File: src/icache_cfg.svh
// size constants for the two-way instruction cache, included by the package and the RTL
`ifndef ICACHE_CFG_SVH
`define ICACHE_CFG_SVH

// ------------------------------------------------------------------------
// base sizes
// ------------------------------------------------------------------------
`define ICACHE_ADDR_W      32  // byte address
`define ICACHE_DATA_W      64  // cpu word
`define ICACHE_LINE_BYTES  32  // bytes per line
`define ICACHE_SETS        64  // sets per way

// ------------------------------------------------------------------------
// derived field widths
// ------------------------------------------------------------------------
`define ICACHE_WORDS     ((`ICACHE_LINE_BYTES * 8) / `ICACHE_DATA_W)  // words per line
`define ICACHE_OFFSET_W  $clog2(`ICACHE_LINE_BYTES)  // addr[4:0]
`define ICACHE_INDEX_W   $clog2(`ICACHE_SETS)  // addr[10:5]
`define ICACHE_TAG_W     (`ICACHE_ADDR_W - `ICACHE_INDEX_W - `ICACHE_OFFSET_W)
// word select is the top of the offset field, addr[4:3]
`define ICACHE_WSEL_W    $clog2(`ICACHE_WORDS)

`endif

File: src/icache_pkg.sv
// shared types of the instruction cache, imported by every RTL file
`default_nettype none

`include "icache_cfg.svh"

package icache_pkg;

  // ------------------------------------------------------------------------
  // address fields and data
  // ------------------------------------------------------------------------
  typedef logic [`ICACHE_ADDR_W-1:0]        addr_t;   // byte address
  typedef logic [`ICACHE_DATA_W-1:0]        word_t;   // one cpu word
  typedef logic [`ICACHE_LINE_BYTES*8-1:0]  line_t;   // four words, word 0 at lsb
  typedef logic [`ICACHE_TAG_W-1:0]         tag_t;    // addr[31:11]
  typedef logic [`ICACHE_INDEX_W-1:0]       index_t;  // addr[10:5]
  typedef logic [`ICACHE_WSEL_W-1:0]        wsel_t;   // addr[4:3]
  typedef logic                             way_t;    // two ways

  // controller FSM
  typedef enum logic [1:0] {
    IDLE,      // ready for a new request
    LOOKUP,    // tags of the buffered request are on the read port
    MISS_REQ,  // waiting for the line read to be taken
    REFILL     // beats coming back from memory
  } icache_state_e;

endpackage

`default_nettype wire

File: src/icache_fill_if.sv
// refill write port from the cache controller into the tag/data storage
`timescale 1ns/1ps
`default_nettype none

`include "icache_cfg.svh"

interface icache_fill_if import icache_pkg::*; ();

  logic   fill_en;     // write one beat
  way_t   fill_way;    // victim way
  index_t fill_index;  // set being refilled
  wsel_t  fill_wsel;   // word within the line
  word_t  fill_data;   // returned beat
  tag_t   fill_tag;    // tag of the new line
  logic   fill_last;   // final beat, sets tag and valid

  modport ctrl (output fill_en, fill_way, fill_index, fill_wsel,
                       fill_data, fill_tag, fill_last);

  modport store (input fill_en, fill_way, fill_index, fill_wsel,
                       fill_data, fill_tag, fill_last);

endinterface

`default_nettype wire

File: src/icache_read_if.sv
// set read port between the cache controller and the tag/data storage
`timescale 1ns/1ps
`default_nettype none

`include "icache_cfg.svh"

interface icache_read_if import icache_pkg::*; ();

  logic       rd_en;         // read the set this cycle
  index_t     rd_index;      // set to read
  logic [1:0] way_valid;     // one bit per way
  tag_t       way_tag [2];   // stored tags
  line_t      way_line [2];  // stored lines

  // values show up one clock after rd_en and hold until the next one
  modport ctrl (output rd_en, rd_index,
                input  way_valid, way_tag, way_line);

  modport store (input  rd_en, rd_index,
                 output way_valid, way_tag, way_line);

endinterface

`default_nettype wire

File: src/icache_ctrl.sv
// cache controller: request buffer, tag compare, victim choice, refill counter and FSM
`timescale 1ns/1ps
`default_nettype none

`include "icache_cfg.svh"

module icache_ctrl import icache_pkg::*; (
  input  logic         i_clk,
  input  logic         i_rst,
  // cpu side
  input  logic         i_valid,
  input  addr_t        i_addr,
  output logic         o_addr_ok,
  output logic         o_data_ok,
  output word_t        o_rdata,
  // memory side
  output logic         o_rd_req,
  output addr_t        o_rd_addr,
  input  logic         i_rd_rdy,
  input  logic         i_ret_valid,
  input  logic         i_ret_last,
  input  word_t        i_ret_data,
  // storage
  icache_read_if.ctrl  rd,
  icache_fill_if.ctrl  fill
);

  icache_state_e state_q;
  icache_state_e state_d;

  logic   accept;       // request taken this cycle
  logic   in_lookup;
  logic   in_refill;
  logic   hit;
  logic [1:0] way_hit;
  logic   miss_start;   // lookup found a miss
  logic   rd_fire;      // line read handshake
  logic   refill_done;  // last beat arrived

  tag_t   req_tag;
  index_t req_index;
  wsel_t  req_wsel;

  way_t   victim;
  way_t   victim_q;
  way_t   rr_ptr;
  wsel_t  beat_q;

  line_t  hit_line;

  // ------------------------------------------------------------------------
  // request buffer
  // ------------------------------------------------------------------------
  assign in_lookup = (state_q == LOOKUP);
  assign in_refill = (state_q == REFILL);
  assign accept    = i_valid && o_addr_ok;

  always_ff @(posedge i_clk) begin
    if (accept) begin
      req_tag   <= i_addr[`ICACHE_ADDR_W-1 -: `ICACHE_TAG_W];
      req_index <= i_addr[`ICACHE_OFFSET_W +: `ICACHE_INDEX_W];
      req_wsel  <= i_addr[`ICACHE_OFFSET_W-1 -: `ICACHE_WSEL_W];  // addr[4:3]
    end
  end

  // set read goes out with the request, tags come back in LOOKUP
  assign rd.rd_en    = accept;
  assign rd.rd_index = i_addr[`ICACHE_OFFSET_W +: `ICACHE_INDEX_W];

  // ------------------------------------------------------------------------
  // tag compare and word select
  // ------------------------------------------------------------------------
  assign way_hit[0] = rd.way_valid[0] && (rd.way_tag[0] == req_tag);
  assign way_hit[1] = rd.way_valid[1] && (rd.way_tag[1] == req_tag);
  assign hit        = |way_hit;

  assign miss_start = in_lookup && !hit;
  assign hit_line   = way_hit[1] ? rd.way_line[1] : rd.way_line[0];

  // ------------------------------------------------------------------------
  // victim choice, empty way first, then round robin
  // ------------------------------------------------------------------------
  always_comb begin
    if (!rd.way_valid[0]) begin
      victim = 1'b0;
    end else if (!rd.way_valid[1]) begin
      victim = 1'b1;
    end else begin
      victim = rr_ptr;
    end
  end

  always_ff @(posedge i_clk) begin
    if (miss_start) begin
      victim_q <= victim;  // held for the whole refill
    end
  end

  always_ff @(posedge i_clk) begin
    if (i_rst) begin
      rr_ptr <= 1'b0;
    end else if (refill_done) begin
      rr_ptr <= ~rr_ptr;
    end
  end

  // ------------------------------------------------------------------------
  // beat counter
  // ------------------------------------------------------------------------
  assign rd_fire     = o_rd_req && i_rd_rdy;
  assign refill_done = in_refill && i_ret_valid && i_ret_last;

  always_ff @(posedge i_clk) begin
    if (i_rst) begin
      beat_q <= '0;
    end else if (rd_fire) begin
      beat_q <= '0;  // beats start at word 0
    end else if (in_refill && i_ret_valid) begin
      beat_q <= beat_q + 1'b1;
    end
  end

  assign fill.fill_en    = in_refill && i_ret_valid;
  assign fill.fill_way   = victim_q;
  assign fill.fill_index = req_index;
  assign fill.fill_wsel  = beat_q;
  assign fill.fill_data  = i_ret_data;
  assign fill.fill_tag   = req_tag;
  assign fill.fill_last  = i_ret_last;

  // ------------------------------------------------------------------------
  // FSM
  // ------------------------------------------------------------------------
  always_comb begin
    state_d = state_q;
    case (state_q)
      IDLE: begin
        if (accept) begin
          state_d = LOOKUP;
        end
      end
      LOOKUP: begin
        if (hit) begin
          state_d = accept ? LOOKUP : IDLE;  // streaming hits stay here
        end else begin
          state_d = i_rd_rdy ? REFILL : MISS_REQ;
        end
      end
      MISS_REQ: begin
        if (i_rd_rdy) begin
          state_d = REFILL;
        end
      end
      REFILL: begin
        if (refill_done) begin
          state_d = IDLE;
        end
      end
      default: state_d = IDLE;
    endcase
  end

  always_ff @(posedge i_clk) begin
    if (i_rst) begin
      state_q <= IDLE;
    end else begin
      state_q <= state_d;
    end
  end

  // ------------------------------------------------------------------------
  // outputs
  // ------------------------------------------------------------------------
  assign o_addr_ok = (state_q == IDLE) || (in_lookup && hit);
  assign o_data_ok = (in_lookup && hit) || (in_refill && i_ret_valid && (beat_q == req_wsel));
  assign o_rdata   = in_lookup ? hit_line[req_wsel*`ICACHE_DATA_W +: `ICACHE_DATA_W]
                               : i_ret_data;  // missing word straight from memory

  // request rises already in LOOKUP on a miss
  assign o_rd_req  = miss_start || (state_q == MISS_REQ);
  assign o_rd_addr = {req_tag, req_index, {`ICACHE_OFFSET_W{1'b0}}};  // line aligned

endmodule

`default_nettype wire

File: src/flat_wrapper.sv
// flat-port wrapper written by rule: the top's interface ports become plain ports
module icache_ctrl_flat import icache_pkg::*;
  (i_clk, i_rst, i_valid, i_addr, o_addr_ok, o_data_ok, o_rdata, o_rd_req, o_rd_addr, i_rd_rdy, i_ret_valid, i_ret_last, i_ret_data, rd_rd_en, rd_rd_index, rd_way_valid, rd_way_tag, rd_way_line, fill_fill_en, fill_fill_way, fill_fill_index, fill_fill_wsel, fill_fill_data, fill_fill_tag, fill_fill_last);
  icache_read_if rd_i ();
  icache_fill_if fill_i ();
  input  logic i_clk;
  input  logic i_rst;
  input  logic i_valid;
  input  addr_t i_addr;
  output logic o_addr_ok;
  output logic o_data_ok;
  output word_t o_rdata;
  output logic o_rd_req;
  output addr_t o_rd_addr;
  input  logic i_rd_rdy;
  input  logic i_ret_valid;
  input  logic i_ret_last;
  input  word_t i_ret_data;
  output wire logic [$bits(rd_i.rd_en)-1:0] rd_rd_en;
  output wire logic [$bits(rd_i.rd_index)-1:0] rd_rd_index;
  input wire logic [$bits(rd_i.way_valid)-1:0] rd_way_valid;
  input wire logic [$bits(rd_i.way_tag)-1:0] rd_way_tag;
  input wire logic [$bits(rd_i.way_line)-1:0] rd_way_line;
  output wire logic [$bits(fill_i.fill_en)-1:0] fill_fill_en;
  output wire logic [$bits(fill_i.fill_way)-1:0] fill_fill_way;
  output wire logic [$bits(fill_i.fill_index)-1:0] fill_fill_index;
  output wire logic [$bits(fill_i.fill_wsel)-1:0] fill_fill_wsel;
  output wire logic [$bits(fill_i.fill_data)-1:0] fill_fill_data;
  output wire logic [$bits(fill_i.fill_tag)-1:0] fill_fill_tag;
  output wire logic [$bits(fill_i.fill_last)-1:0] fill_fill_last;
  assign rd_rd_en = rd_i.rd_en;
  assign rd_rd_index = rd_i.rd_index;
  assign rd_i.way_valid = rd_way_valid;
  assign rd_i.way_tag = {>>{rd_way_tag}};
  assign rd_i.way_line = {>>{rd_way_line}};
  assign fill_fill_en = fill_i.fill_en;
  assign fill_fill_way = fill_i.fill_way;
  assign fill_fill_index = fill_i.fill_index;
  assign fill_fill_wsel = fill_i.fill_wsel;
  assign fill_fill_data = fill_i.fill_data;
  assign fill_fill_tag = fill_i.fill_tag;
  assign fill_fill_last = fill_i.fill_last;
  icache_ctrl u_core (.i_clk(i_clk), .i_rst(i_rst), .i_valid(i_valid), .i_addr(i_addr), .o_addr_ok(o_addr_ok), .o_data_ok(o_data_ok), .o_rdata(o_rdata), .o_rd_req(o_rd_req), .o_rd_addr(o_rd_addr), .i_rd_rdy(i_rd_rdy), .i_ret_valid(i_ret_valid), .i_ret_last(i_ret_last), .i_ret_data(i_ret_data), .rd(rd_i), .fill(fill_i));
endmodule
File: config.mk
export PLATFORM = sky130hd
export DESIGN_NAME = icache_ctrl_flat
export DESIGN_NICKNAME = d
export VERILOG_FILES = /design/src/icache_pkg.sv /design/src/icache_fill_if.sv /design/src/icache_read_if.sv /design/src/icache_ctrl.sv /design/src/flat_wrapper.sv
export VERILOG_INCLUDE_DIRS = /design/src
export SDC_FILE = /design/constraint.sdc
export NUM_CORES = 1
export LEC_CHECK = 0
export BUFFER_PORTS_ARGS = -buffer_cell sky130_fd_sc_hd__buf_2
export CAP_MARGIN = 20
export CELL_PAD_IN_SITES_DETAIL_PLACEMENT = 1
export CELL_PAD_IN_SITES_GLOBAL_PLACEMENT = 1
export CORE_AREA = 10 10 330 332
export DETAILED_ROUTE_END_ITERATION = 7
export DIE_AREA = 0 0 340 342
export HOLD_SLACK_MARGIN = 0.03
export PLACE_DENSITY = 0.43
export SYNTH_ARGS = -nofsm -noshare
export SYNTH_HDL_FRONTEND = slang
export SYNTH_SLANG_ARGS = --single-unit
File: constraint.sdc
create_clock -name i_clk -period 4.6 [get_ports i_clk]
set_input_delay 0.92 -clock i_clk [delete_from_list [all_inputs] [get_ports i_clk]]
set_output_delay 0.92 -clock i_clk [all_outputs]
set_load 0.01 [all_outputs]
==> results.json <==
{
  "seqPwrFrac_pct": 17.4,
  "max_freq_ghz": 0.225,
  "fp.dieH_um": 342,
  "slew_viol_final": 0,
  "num_rows": 118,
  "cts_made_buffers": 5,
  "grt-ovfl-total": 0,
  "wirelength_um": 89500,
  "drtIter0Drc": 640,
  "ios": 860,
  "ys.flop_type": "edfxtp_1",
  "synth_warnings": 0,
  "yosysUniqueCellTypes": 40,
  "setup_viol": 0,
  "leakage_nw": 7.47,
  "hold_path.class": "reg -> reg",
  "start_kind": "input pin",
  "syn2layout_area_growth_pct": 70.5,
  "final_core_util_pct": 14.8,
  "slowest_stage": "nor4_2",
  "yosysSeqAreaShare_pct": 11.2,
  "cp_data_required_time_ns": 3.68,
  "ff2ff_setup_slack_ns": 1.10,
  "hold_buffers": 0,
  "synth_cells": 1263,
  "fin_crit_ns": 4.44,
  "antenna_left": 0,
  "layout-drive-gt1-share_pct": 52.0,
  "pwr-share-comb_pct": 67.3,
  "worst_setup_path_end_kind": "output pin",
  "first_pass_iters": 5,
  "drv_cap": 0,
  "root_buffer": "clkbuf_16",
  "clk_pin_slew_ns": 0.07,
  "grt_pass1_vias": 14600,
  "io_buffer_count": 851,
  "grt_usage_pct": 14.3,
  "drc": 0,
  "core_mm2": 0.103,
  "rsz0062_at_grt": "no",
  "worstSetupPathType": "in -> out",
  "clock-sinks": 35,
  "grt_pass1_wl_um": 119000,
  "cp.arrival_ns": 3.52,
  "synth_edf_count": 30,
  "hold_viol": 0,
  "vdd.ir_drop.worst_mv": 0.120,
  "clock_latency_ns": 0.30,
  "cts_buffer_depth": 2,
  "relSlewSlack_pct": 51.0,
  "synth_area_mm2": 0.00890,
  "status": "finished, final reports clean",
  "yosysTopAreaCellShare_pct": 10.1,
  "crit_buf_inv": 6,
  "p_int_mw": 1.28,
  "finalCritPeriodShare_pct": 96.5,
  "cp_max_fo": 18,
  "p_clk_share_pct": 15.3,
  "die_x_um": 340,
  "final_common_cell": "buf_2",
  "vias": 13600,
  "crit_family": "compound AO/OA/AOI/OAI gates",
  "synth_area_leader_cell": "edfxtp_1",
  "via_per_inst": 3.98,
  "postSynthRegisterBits": 35,
  "switching_share_pct": 45.4,
  "grt_start_max_net_pins": 62,
  "gp_congestion": 0.843,
  "tritoncts": "done",
  "crit_path_max_incr_delay_ns": 0.32,
  "finalNetCount": 2687,
  "fin_skew_ns": 0.0115,
  "routedWlPerCell_um": 26.2,
  "antenna_found_initial": 38,
  "powerDensity_mw_per_mm2": 155,
  "path_cells": "buf_2 > xor2_1 > nor4_2 > buf_4 > nand4_1 > buf_4 > buf_12 > buf_12 > o21ai_0 > a31oi_2 > a32o_1 > a211o_1 > buf_2",
  "place_area_mm2": 0.0150,
  "initial_utilization_pct": 8.68,
  "p_switching_mw": 1.07,
  "dieArea_mm2": 0.116,
  "dp_hpwl_um": 76600,
  "worst_slew_pin_slew_ns": 0.731,
  "synth_area_leaders": "edfxtp_1 (10%), buf_4 (8.9%), a32o_1 (7.1%), a211o_1 (6.2%), a41oi_1 (6.2%)",
  "synth_area_per_cell_um2": 7.05,
  "fin_area_mm2": 0.0152,
  "fill_cells": 12600,
  "mostFrequentLayoutCells": "buf_2 (851), buf_4 (125), nand2_1 (68)",
  "synthArstFlopShare_pct": 0,
  "cts_htree_levels": 2
}
## cell usage after synthesis (5+ instances only)
cell and n:
dfxtp_1 5, o22ai_1 63, edfxtp_1 30, nand2_1 70
buf_6 5, inv_1 66, xnor2_1 6, a21bo_1 36
a21bo_2 27, a41oi_1 63, buf_1 7, nor2b_1 64
o21ai_0 66, a31oi_1 63, buf_4 105, a211o_1 63
buf_2 31, a211oi_1 66, and3_1 65, clkbuf_1 96
nor4_1 10, nand3_1 67, xor2_1 41, a32o_1 63
nor2_1 65
## cells by family (layout without fill, tap and decap cells)
family          count (synthesis)  after routing  share of synthesized area (%)
mux                             3              3                          0.632
compound gates                516            516                           45.1
simple gates                  351            351                           20.0
flops                          35             35                           11.2
xor+xnor                       47             47                           4.62
buf+inv                       310           1073                           18.4
other cells                     1             16                         0.0421
## state kept, by name, summed over array words and instances (netlist names), named ones only
name and count:
u_core.fill.fill_tag 21, u_core.fill.fill_index 6, u_core.fill.fill_way 1, u_core.req_wsel 2, u_core.state_q 1, u_core.fill.fill_wsel 2, u_core.rr_ptr 1
## power groups by stage
stage | sequential [mW] | combinational, mW | clock (mW)
2_1_floorplan | 0.415 | 0.757 | 0
3_3_place_gp | 0.418 | 1.59 | 0
3_5_place_dp | 0.417 | 1.60 | 0
4_1_cts | 0.410 | 1.61 | 0.377
5_1_grt | 0.412 | 1.71 | 0.386
6_report | 0.408 | 1.58 | 0.359
## worst paths after layout
path                                  end                     start  depth (start not counted)
setup / recovery              o_rdata[24]            rd_way_tag[16]                         13
setup reg to reg  u_core.fill.fill_tag[4]  u_core.fill.fill_tag[18]                         11
hold reg to reg             u_core.rr_ptr             u_core.rr_ptr                          3
hold / removal              u_core.rr_ptr             u_core.rr_ptr                          3
## routing by layer
metal  track usage [%]  wire, um  vias up  part of all wire [%]
met2              25.8     45100      639                    50
met3              3.23      5940       77                   6.6
met5                 0       139        -                  0.16
met4              2.23      1240       22                   1.4
met1              17.3     37100     6614                    41
li1                  -         -     6274                     -
## layout make-up
cell class                      count  area, um^2  area share [%]
Clock buffer                        6         129           0.849
Inverter                           66         248            1.63
Multi-Input combinational cell    922        6380            42.0
Antenna cell                       11        27.5           0.181
Clock inverter                      2        12.5          0.0824
Tap cell                         1380        1730            11.4
Sequential cell                    35        1000            6.60
Timing Repair Buffer              999        5650            37.2
## per-stage QoR
| stage | worst slack (ns) | hold slack [ns] | power [mW] | instances | setup TNS [ns] |
|---|---|---|---|---|---|
| after global placement | -0.0264 | 0.524 | 2.01 | 3401 | -0.0264 |
| after detailed placement | -0.0474 | 0.538 | 2.02 | 3401 | -0.141 |
| after floorplan | 0.457 | 0.493 | 1.17 | 1267 | 0 |
| final | 0.162 | 0.548 | 2.35 | 3421 | 0 |
| after global routing | 0.0126 | 0.601 | 2.51 | 3417 | 0 |
| after CTS | 0.0126 | 0.556 | 2.40 | 3409 | 0 |
## timing repair
item | 4_1_cts | 5_1_grt
pin swaps | 0 | 1
buffers inserted | 0 | 1
gates resized for setup | 4 | 6
endpoints found under the setup margin | 5 | 40
endpoints found under the hold margin | 0 | 0
## worst register-to-register path, cell delays in order (launching register included)
cell and delay, ns:
edfxtp_1 0.58, xor2_1 0.24, nor4_1 0.27, buf_4 0.20, nand3_4 0.10, buf_4 0.26
buf_12 0.22, buf_4 0.16, o22a_1 0.25, a21oi_1 0.20, and2_2 0.22, buf_4 0.43
Power figures use the tool's default switching activity.
